[src/rtl/cmdProc_macros.svh]
`ifndef CMD_PROC_MACROS_SVH
`define CMD_PROC_MACROS_SVH

// Register file geometry
`define REG_DEPTH 16
`define REG_ADDR_W 4

// Idle cycles allowed between two bytes of one frame
`define FRAME_TIMEOUT 64

`endif
[src/rtl/cmdProcPkg.sv]
`include "cmdProc_macros.svh"

package cmdProcPkg;

   // Frame command codes
   typedef enum logic [7:0] {
      CMD_WRITE   = 8'hAA,
      CMD_READ    = 8'hBB,
      CMD_ALU_OPS = 8'hCC,
      CMD_ALU     = 8'hDD
   } cmdT;

   // Codes 8 to 15 are invalid
   typedef enum logic [3:0] {
      ALU_ADD = 4'd0,
      ALU_SUB = 4'd1,
      ALU_MUL = 4'd2,
      ALU_AND = 4'd3,
      ALU_OR  = 4'd4,
      ALU_XOR = 4'd5,
      ALU_SHL = 4'd6,
      ALU_SHR = 4'd7
   } aluOpT;

   typedef enum logic [3:0] {
      IDLE,
      GET_ADDR,
      GET_DATA,
      GET_OPA,
      GET_OPB,
      GET_OPCODE,
      RD_WAIT,
      ALU_WAIT,
      SEND_LO,
      SEND_HI
   } ctrlStateT;

   typedef struct packed {
      logic                   en;
      logic [`REG_ADDR_W-1:0] addr;
      logic [7:0]             data;
   } regWrT;

   typedef struct packed {
      logic        done;
      logic [15:0] value;
   } aluResT;

endpackage

[src/rtl/cmdProcessor.sv]
`timescale 1ns/1ps
`include "cmdProc_macros.svh"

module cmdProcessor
   import cmdProcPkg::*;
(
   input  logic       CLK,
   input  logic       RST,
   input  logic [7:0] rxData,
   input  logic       rxValid,
   output logic       rxReady,
   output logic [7:0] txData,
   output logic       txValid,
   input  logic       txReady
);

   regWrT                  regWr;
   logic                   rdEn;
   logic [`REG_ADDR_W-1:0] rdAddr;
   logic [7:0]             rdData;
   logic                   rdValid;
   logic [7:0]             opA;
   logic [7:0]             opB;
   logic                   aluStart;
   aluOpT                  aluOp;
   aluResT                 aluRes;
   logic                   timerClr;
   logic                   expired;

   sysCtrl u_sysCtrl (
      .CLK(CLK), .RST(RST),
      .rxData(rxData), .rxValid(rxValid), .rxReady(rxReady),
      .txData(txData), .txValid(txValid), .txReady(txReady),
      .regWr(regWr), .rdEn(rdEn), .rdAddr(rdAddr),
      .rdData(rdData), .rdValid(rdValid),
      .aluStart(aluStart), .aluOp(aluOp), .aluRes(aluRes),
      .timerClr(timerClr), .expired(expired)
   );

   frameTimer u_frameTimer (.CLK(CLK), .RST(RST), .clr(timerClr), .expired(expired));

   regFile u_regFile (
      .CLK(CLK), .RST(RST), .regWr(regWr), .rdEn(rdEn), .rdAddr(rdAddr),
      .rdData(rdData), .rdValid(rdValid), .opA(opA), .opB(opB)
   );

   aluUnit u_aluUnit (
      .CLK(CLK), .RST(RST), .start(aluStart), .op(aluOp),
      .opA(opA), .opB(opB), .res(aluRes)
   );

endmodule

[src/rtl/sysCtrl.sv]
`timescale 1ns/1ps
`include "cmdProc_macros.svh"

module sysCtrl
   import cmdProcPkg::*;
(
   input  logic                   CLK,
   input  logic                   RST,
   input  logic [7:0]             rxData,
   input  logic                   rxValid,
   output logic                   rxReady,
   output logic [7:0]             txData,
   output logic                   txValid,
   input  logic                   txReady,
   output regWrT                  regWr,
   output logic                   rdEn,
   output logic [`REG_ADDR_W-1:0] rdAddr,
   input  logic [7:0]             rdData,
   input  logic                   rdValid,
   output logic                   aluStart,
   output aluOpT                  aluOp,
   input  aluResT                 aluRes,
   output logic                   timerClr,
   input  logic                   expired
);

   ctrlStateT              state;
   cmdT                    cmdQ;
   logic [`REG_ADDR_W-1:0] addrQ;
   logic [15:0]            replyVal;
   logic                   collecting;
   logic                   rxTake;
   logic                   opValid;

   assign collecting = state inside {GET_ADDR, GET_DATA, GET_OPA, GET_OPB, GET_OPCODE};

   // Opcode waits while operand B is still being written
   assign rxReady = (state == IDLE) ||
                    (collecting && !expired && !(state == GET_OPCODE && regWr.en));
   assign rxTake  = rxValid && rxReady;
   assign opValid = rxData < 8'd8;

   assign aluStart = (state == GET_OPCODE) && rxTake && opValid;
   assign aluOp    = aluOpT'(rxData[3:0]);
   assign rdEn     = (state == GET_ADDR) && rxTake && (cmdQ == CMD_READ);
   assign rdAddr   = rxData[`REG_ADDR_W-1:0];
   assign timerClr = (state == IDLE) || rxTake;

   assign txValid = (state == SEND_LO) || (state == SEND_HI);
   assign txData  = (state == SEND_HI) ? replyVal[15:8] : replyVal[7:0];

   always_ff @(posedge CLK or negedge RST)
   begin
      if (!RST)
      begin
         state    <= IDLE;
         cmdQ     <= CMD_WRITE;
         addrQ    <= '0;
         replyVal <= '0;
         regWr    <= '0;
      end
      else
      begin
         regWr.en <= 1'b0;
         if (collecting && expired)
            state <= IDLE;
         else
         begin
            case (state)
               IDLE:
                  if (rxTake)
                  begin
                     cmdQ <= cmdT'(rxData);
                     case (rxData)
                        CMD_WRITE, CMD_READ: state <= GET_ADDR;
                        CMD_ALU_OPS:         state <= GET_OPA;
                        CMD_ALU:             state <= GET_OPCODE;
                        default:             state <= IDLE;
                     endcase
                  end
               GET_ADDR:
                  if (rxTake)
                  begin
                     addrQ <= rxData[`REG_ADDR_W-1:0];
                     state <= (cmdQ == CMD_WRITE) ? GET_DATA : RD_WAIT;
                  end
               GET_DATA:
                  if (rxTake)
                  begin
                     regWr    <= '{en: 1'b1, addr: addrQ, data: rxData};
                     replyVal <= {8'h00, rxData};
                     state    <= RD_WAIT;
                  end
               GET_OPA:
                  if (rxTake)
                  begin
                     regWr <= '{en: 1'b1, addr: '0, data: rxData};
                     state <= GET_OPB;
                  end
               GET_OPB:
                  if (rxTake)
                  begin
                     regWr <= '{en: 1'b1, addr: `REG_ADDR_W'(1), data: rxData};
                     state <= GET_OPCODE;
                  end
               GET_OPCODE:
                  if (rxTake)
                     state <= opValid ? ALU_WAIT : IDLE;
               // Write echo also passes through here one cycle behind the write
               RD_WAIT:
                  if (cmdQ == CMD_WRITE)
                     state <= SEND_LO;
                  else if (rdValid)
                  begin
                     replyVal <= {8'h00, rdData};
                     state    <= SEND_LO;
                  end
               ALU_WAIT:
                  if (aluRes.done)
                  begin
                     replyVal <= aluRes.value;
                     state    <= SEND_LO;
                  end
               SEND_LO:
                  if (txReady)
                     state <= (cmdQ inside {CMD_ALU_OPS, CMD_ALU}) ? SEND_HI : IDLE;
               SEND_HI:
                  if (txReady)
                     state <= IDLE;
               default:
                  state <= IDLE;
            endcase
         end
      end
   end

   // Reply byte must hold under back-pressure
   assert property (@(posedge CLK) disable iff (!RST)
      txValid && !txReady |=> txValid && $stable(txData));

   // ALU never starts while an operand write is still pending
   assert property (@(posedge CLK) disable iff (!RST)
      aluStart |-> !regWr.en);

endmodule

[src/rtl/aluUnit.sv]
`timescale 1ns/1ps

module aluUnit
   import cmdProcPkg::*;
(
   input  logic       CLK,
   input  logic       RST,
   input  logic       start,
   input  aluOpT      op,
   input  logic [7:0] opA,
   input  logic [7:0] opB,
   output aluResT     res
);

   logic [15:0] a16;
   logic [15:0] b16;
   logic [15:0] result;

   assign a16 = {8'h00, opA};
   assign b16 = {8'h00, opB};

   always_comb
   begin
      case (op)
         ALU_ADD: result = a16 + b16;
         ALU_SUB: result = a16 - b16;
         ALU_MUL: result = a16 * b16;
         ALU_AND: result = a16 & b16;
         ALU_OR:  result = a16 | b16;
         ALU_XOR: result = a16 ^ b16;
         // Shift amount is the low 3 bits of B
         ALU_SHL: result = a16 << opB[2:0];
         ALU_SHR: result = a16 >> opB[2:0];
         default: result = '0;
      endcase
   end

   always_ff @(posedge CLK or negedge RST)
   begin
      if (!RST)
         res <= '0;
      else
      begin
         res.done <= start;
         if (start)
            res.value <= result;
      end
   end

endmodule

[src/rtl/regFile.sv]
`timescale 1ns/1ps
`include "cmdProc_macros.svh"

module regFile
   import cmdProcPkg::*;
(
   input  logic                   CLK,
   input  logic                   RST,
   input  regWrT                  regWr,
   input  logic                   rdEn,
   input  logic [`REG_ADDR_W-1:0] rdAddr,
   output logic [7:0]             rdData,
   output logic                   rdValid,
   output logic [7:0]             opA,
   output logic [7:0]             opB
);

   logic [7:0] mem [`REG_DEPTH];

   always_ff @(posedge CLK or negedge RST)
   begin
      if (!RST)
      begin
         for (int i = 0; i < `REG_DEPTH; i++)
            mem[i] <= '0;
      end
      else if (regWr.en)
         mem[regWr.addr] <= regWr.data;
   end

   // Registered read, valid one cycle after rdEn
   always_ff @(posedge CLK or negedge RST)
   begin
      if (!RST)
      begin
         rdData  <= '0;
         rdValid <= 1'b0;
      end
      else
      begin
         rdValid <= rdEn;
         if (rdEn)
            rdData <= mem[rdAddr];
      end
   end

   // ALU operand taps
   assign opA = mem[0];
   assign opB = mem[1];

   assert property (@(posedge CLK) disable iff (!RST) !(regWr.en && rdEn));

endmodule

[src/rtl/frameTimer.sv]
`timescale 1ns/1ps
`include "cmdProc_macros.svh"

module frameTimer
(
   input  logic CLK,
   input  logic RST,
   input  logic clr,
   output logic expired
);

   localparam int CntW = $clog2(`FRAME_TIMEOUT + 1);

   logic [CntW-1:0] cnt;

   // Saturates at the timeout
   always_ff @(posedge CLK or negedge RST)
   begin
      if (!RST)
         cnt <= '0;
      else if (clr)
         cnt <= '0;
      else if (cnt != CntW'(`FRAME_TIMEOUT))
         cnt <= cnt + 1'b1;
   end

   assign expired = (cnt == CntW'(`FRAME_TIMEOUT));

   assert property (@(posedge CLK) disable iff (!RST) clr |=> !expired);

endmodule

[config.mk]
export PLATFORM = sky130hd
export DESIGN_NAME = cmdProcessor
export DESIGN_NICKNAME = d
export VERILOG_FILES = /design/src/rtl/cmdProcPkg.sv /design/src/rtl/cmdProcessor.sv /design/src/rtl/sysCtrl.sv /design/src/rtl/aluUnit.sv /design/src/rtl/regFile.sv /design/src/rtl/frameTimer.sv
export VERILOG_INCLUDE_DIRS = /design/src /design/src/rtl
export SDC_FILE = /design/constraint.sdc
export NUM_CORES = 1
export LEC_CHECK = 0
export ABC_AREA = 1
export BUFFER_PORTS_ARGS = -buffer_cell sky130_fd_sc_hd__buf_4
export CELL_PAD_IN_SITES_DETAIL_PLACEMENT = 1
export CELL_PAD_IN_SITES_GLOBAL_PLACEMENT = 1
export CORE_MARGIN = 2
export CORE_UTILIZATION = 43
export DETAILED_ROUTE_END_ITERATION = 10
export PLACE_DENSITY_LB_ADDON = 0.1
export SLEW_MARGIN = 0
export SYNTH_ARGS = -nofsm -noshare
export SYNTH_HDL_FRONTEND = slang
export SYNTH_HIERARCHICAL = 1
export SYNTH_SLANG_ARGS = --single-unit
[constraint.sdc]
create_clock -name CLK -period 4.6 [get_ports CLK]
set_input_delay 0.23 -clock CLK [delete_from_list [all_inputs] [get_ports CLK]]
set_output_delay 0.23 -clock CLK [all_outputs]
set_load 0.02 [all_outputs]
=== Word level (Yosys, flattened, before mapping) ===
Cells that the tools add are included.

* Add/subtract/negate cells: 3
* Divide/modulo/power cells: 0
* Eq/ne operators: 42
* Mux-type cells: 37
* Multiply operators: 1
* Shift operators: 2
* Reduce and logical (&&, ||, !) cells: 28
* Magnitude comparators: 4
* Bitwise logic cells: 6

{| class="wikitable"
|+ Operator list
! kind !! number
|-
| 128-bit bitwise mux || 1
|-
| 16-bit case mux with 8 select lines || 1
|-
| 8-bit == test, second input constant || 8
|-
| 16-bit two-way mux || 4
|-
| 13-bit two-way mux || 4
|-
| 4-bit two-way mux || 13
|-
| 16-bit case mux with 3 select lines || 1
|-
| 4-bit case mux with 10 select lines || 1
|-
| 13-bit case mux with 3 select lines || 1
|-
| 8-bit binary-select mux with 4-bit select || 1
|-
| 8-bit demux with 4-bit select || 1
|-
| 4-bit by 3-bit == test with 1-bit output, second input constant || 8
|-
| 8-bit two-way mux || 4
|-
| 3-bit by 2-bit != test with 1-bit output, second input constant || 6
|-
| 4-bit by 2-bit == test with 1-bit output, second input constant || 4
|-
| 8-bit by 8-bit multiplier with 16-bit output || 1
|-
| 8-bit by 3-bit << shifter with 16-bit output || 1
|-
| 8-bit by 3-bit right shift with 16-bit output || 1
|-
| 7-bit two-way mux || 2
|-
| 5-bit greater-or-equal comparator, second input constant || 2
|-
| 1-bit logical AND || 10
|-
| 2-bit by 1-bit != test with 1-bit output, second input constant || 5
|-
| 4-bit NOT with 5-bit output || 2
|-
| 10-bit AND reduction || 1
|-
| 29 further kinds || 40
|}

* ROM bits: 0
* Bits in latches: 0
* Input port bits: 12
* Word-level logic and storage cells: 151
* Memories: 0
* Memory bits (writable): 0
* Bits in registers: 206
* Output and inout port bits: 10

=== Longest topological paths before layout ===
* Depth after elaboration: 9
* Mapped depth: 24
* Mapped depth without buffers: 22

=== Hierarchy ===
The synthesis kept the hierarchy.

{| class="wikitable"
|+ Modules (own cells, without submodules)
! module !! instances !! area each (sq um) !! seq. area each (sq um) !! cells each
|-
| regFile || 1 || 6354.8 || 3428.3 || 793
|-
| aluUnit || 1 || 4883.4 || 425.4 || 804
|-
| sysCtrl || 1 || 2705.1 || 1131.1 || 341
|-
| frameTimer || 1 || 401.6 || 175.2 || 56
|}

=== Least setup slack after synthesis ===
Ideal clock, no wire load.

* Kind: reg2reg
* From: register u_regFile.mem (netlist bit u_regFile/opA[1])
* To: register u_aluUnit/res[12] (netlist bit)
* Data arrival time: 3.967 ns
* Path buffers: 2
* Data required time: 4.484 ns
* Cell stages (with the launch flop): 22
* Setup time: 0.116 ns
* Period minus slack after synthesis: 4.084 ns
* Slack: 0.516 ns
* Cell sequence: dfrtp_1 > buf_4 > clkbuf_1 > nand2_1 > fa_1 > fa_1 > inv_1 > fa_1 > inv_1 > fa_1 > inv_1 > ha_1 > nand2_1 > nand2_1 > inv_1 > nand2_1 > nand2_1 > nand4_1 > nand3_1 > nand2_1 > nand2_1 > nand2_1

* Word-level cells in the longest chain between the ends: 2
* Elaborated cells between the ends (all ways): 5
* Those cells by class: add/sub (1); mul (1); shift (2); mux (1)

{| class="wikitable"
|+ RTL lines
! element !! line !! text
|-
| start, declared || regFile.sv:18 || <nowiki>logic [7:0] mem [`REG_DEPTH];</nowiki>
|-
| start signal, assigned by index || regFile.sv:28 || <nowiki>mem[regWr.addr] <= regWr.data;</nowiki>
|-
| 8-bit by 8-bit multiplier with 16-bit output (tied with other cells) || aluUnit.sv:27 || <nowiki>ALU_MUL: result = a16 * b16;</nowiki>
|-
| 16-bit case mux with 8 select lines (*) || aluUnit.sv:24 || <nowiki>case (op)</nowiki>
|-
| end, declared || aluUnit.sv:12 || <nowiki>output aluResT res</nowiki>
|}

Every way passes the cells marked *; elsewhere a longest branch is shown, timed or not.
A chain may end at the register's enable or synchronous reset.

=== Final worst setup path ===
* From: register u_regFile.mem (netlist bit u_regFile/opA[3])
* To: register u_aluUnit/res[7] (netlist bit)

* Word-level cells in the longest chain between the ends: 2
* Elaborated cells between the ends (all ways): 6
* Those cells by class: add/sub (2); mul (1); shift (2); mux (1)

{| class="wikitable"
|+ RTL lines
! element !! line
|-
| 8-bit by 8-bit multiplier with 16-bit output (tied with other cells) || aluUnit.sv:27
|-
| 16-bit case mux with 8 select lines (*) || aluUnit.sv:24
|}

Marks and branches as above.

==> flow_summary_export.csv <==
group,metric,value,unit
synthesis,async_reset_ff_frac,1.000,
synthesis,yosysWarnings,6,
timing,tns,0,ns
pwr,switchingPower,3.803,mW
setup_path,crit_end,"u_aluUnit/res[7]",
cts,clock-sinks,206,
cts,clkTransAtPathRegs,0.06,ns
pwr,p_clk_frac,0.225,
grt,grtUsageMet1,0.3508,
route,via_count,12709,
timing,setup_violations,0,
timing,relSlewSlack,0.2607,
grt,gr-max-usage-layer,"met2",
layout,fin_cells,2411,
grt,antenna_found_initial,0,
floorplan,core-area,32700,um2
layout,multiInputGateArea,7681,um2
timing,drv_slew,0,
placed_design,dp_hpwl,33.10,mm
floorplan,initial_core_util,0.4387,
synthesis,synth.avg_cell_area,7.194,um2
synthesis,ys_types,44,
cts,clockBufferDepth,3,
synthesis,synth-edff-count,0,
pwr,leakage,8.111,nW
synthesis,synth_top_area_share,0.3524,
timing,fin_worst_skew,0.02030,ns
floorplan,die_y,186.7,um
pwr,pwr-share-seq,0.312,
placed_design,gp_congestion,0.8855,
timing,min_period_over_period,0.9336,
timing,setup_slack,0.3053,ns
route,drt_first_pass_iters,5,
setup_path,worstReg2RegEnd,"u_aluUnit/res[7]",
setup_path,worst-setup-path-type,"reg -> reg",
route,drc,0,
timing,hold_viol_final,0,
layout,drive_gt1_frac,0.09548,
setup_path,r2r-start,"u_regFile/opA[3]",
synthesis,syn-num-nets,2107,
synthesis,synth_commonest_cells,"636 x nand2_1, 226 x inv_1, 210 x nand3_1, 202 x dfrtp_1, 153 x nor2_1",
grt,grt_pass1_wl,73.81,mm
timing,layout_min_cycle_time,4.295,ns
setup_path,cp-start-kind,"register",
setup_path,critPathArrivalTime,4.71,ns
pwr,comb_power_share,0.462,
job,maxCapViolCount,0,
grt,use_met3,0.03762,
placed_design,io_buffers,21,
hold_path,min_from,"rxValid",
setup_path,crit_start,"u_regFile/opA[3]",
placed_design,dp.cells,2365,
route,drtAntennaViolNets,0,
grt,met2_usage,0.4511,
route,vias_per_cell,5.271,
pwr,swShare,0.4560,
route,drt_iter0_markers,687,
synthesis,synth_flop_cell,"dfrtp_1",
synthesis,ys_seq_elements,206,
timing,worst_pin_slew,1.105,ns
synthesis,synth-seq-area-share,0.3597,
pwr,power_density,541.0,nW/um2
timing,rsz0062_at_grt,"no",
pwr,peakVddDrop,302.0,uV
hold_path,hold_path_class,"in -> reg",
floorplan,die_area,34840,um2
setup_path,rrSetupSlack,0.31,ns
timing,fmax,0.2328,GHz
cts,cts_tree,"built",
grt,grt_max_degree,114,
floorplan,die_w,186.7,um
placed_design,post-place-ws,0.2264,ns
cts,clkLatencyLatePin,0.54,ns
synthesis,synth_most_common_cell,"nand2_1",
status,outcome,"finished clean",
floorplan,io_pins,22,
grt,gr-total-overflow,0,
synthesis,ys_top_cells_by_area,"dfrtp_1 35%, nand2_1 17%, nand3_1 7.3%, inv_1 5.9%, ha_1 5.5%",
layout,fillers,4210,
synthesis,synth_area,14350,um2
floorplan,placementRows,66,
layout,area_growth,7.458,%
route,drt-total-wl,45.06,mm
layout,fin_nets,2064,
route,avgRoutedWirePerCell,18.69,um
setup_path,worst-r2r-cell-count,18,
setup_path,cp_data_required_time,5.02,ns
layout,antenna_cells,0,
setup_path,crit_path_max_fanout,8,
grt,grt_pass1_vias,13506,
cts,htree_levels,1,
cts,ctsRootBufferMaster,"clkbuf_16",
synthesis,synthCells,1994,
synthesis,yosysTopAreaCell,"dfrtp_1",
pwr,total_power,8.340,mW
cts,cts_made_buffers,24,
setup_path,end_kind,"register",
pwr,intPower,4.537,mW
grt,grt_usage,0.2637,
layout,regArea,5164,um2
## registers in the layout, summed over array words and instances, names as in the netlist
name,count
u_sysCtrl/replyVal,16
u_regFile/opB,8
u_regFile/mem,112
u_regFile/opA,8
u_sysCtrl/cmdQ,8
u_sysCtrl/regWr,13
u_sysCtrl/state,4
u_sysCtrl/addrQ,4
u_regFile/rdValid,1
u_regFile/rdData,8
u_aluUnit/res,17
u_frameTimer/cnt,7
## worst max-delay path: stages, from the launching register on
cell and delay [ns]:
dfrtp_1 0.47, buf_4 0.22, nand2_1 0.06, inv_1 0.05, fa_1 0.42, fa_1 0.56
inv_1 0.05, fa_1 0.47, fa_1 0.54, inv_1 0.04, ha_1 0.37, nand2_1 0.12
nand3_1 0.19, nor2_1 0.14, nor2_1 0.08, nor2_1 0.15, nand3_1 0.11, nand2_1 0.08
nand2_1 0.04
## kinds of logic after synthesis
family,count (synthesis),synth area share
XOR/XNOR,3,0.001832
adder cells (fa/ha/maj),101,0.1080
AND/OR/NAND/NOR,1092,0.3294
AO/OA/AOI/OAI,233,0.09001
multiplexers,8,0.006280
flip-flops,206,0.3597
buffers and inverters,351,0.1048
## timing repair
| action | in CTS | in global routing |
|---|---|---|
| buffers inserted | 0 | 0 |
| endpoints found under the hold margin | 90 | 0 |
| resized for setup | 0 | 3 |
| hold buffers | 2 | 0 |
| endpoints found under the setup margin | 0 | 7 |
## worst min path at each step
stage / to / depth (start not counted)
after floorplan: u_aluUnit/res[0] / 0
after global placement: u_aluUnit/res[12] / 1
after detailed placement: u_aluUnit/res[14] / 1
after CTS: u_frameTimer/cnt[6] / 4
after global routing: u_sysCtrl/regWr[4] / 3
final: u_frameTimer/cnt[6] / 4
## metal layers
metal	routed length, um	vias up
met3	1760	67
met2	21500	185
li1	-	6169
met1	20680	6288
met5	0	-
met4	1120	0
## through the flow
step / utilization / hold slack (ns) / area [um2]
after detailed placement: 0.4470 / 0.3628 / 14620
after global placement: 0.4470 / 0.3602 / 14620
after CTS: 0.4713 / 0.08372 / 15410
after floorplan: - / -0.06559 / 14350
after global routing: 0.4714 / 0.1166 / 15410
final: 0.4714 / 0.09913 / 15410
## cell usage in the layout (no fill, tap or decap), drive strengths merged, types with 38 or more instances in the layout
cell type,netlist,final
a21oi,97,97
buf,60,38
clkbuf,50,38
dfrtp,202,202
fa,38,38
ha,63,63
inv,240,240
nand2,665,665
nand3,214,214
nor2,171,171
o21ai,125,125
## cell type report
class	instances	area share
timing repair buffer	41	0.02151
clock inverter	7	0.004789
sequential	206	0.3350
inverter	241	0.05917
multi-input combinational	1437	0.4983
clock buffer	37	0.04537
tap	442	0.03588
## power by group through the flow
stage	Combinational [mW]	Sequential, mW	Clock (mW)
2_1_floorplan	2.93	2.42	0
3_3_place_gp	3.73	2.61	0
3_5_place_dp	3.84	2.63	0
4_1_cts	3.86	2.60	1.93
5_1_grt	4.39	2.67	1.99
6_report	3.86	2.60	1.88
No activity file was read; power rests on OpenSTA's default activity.
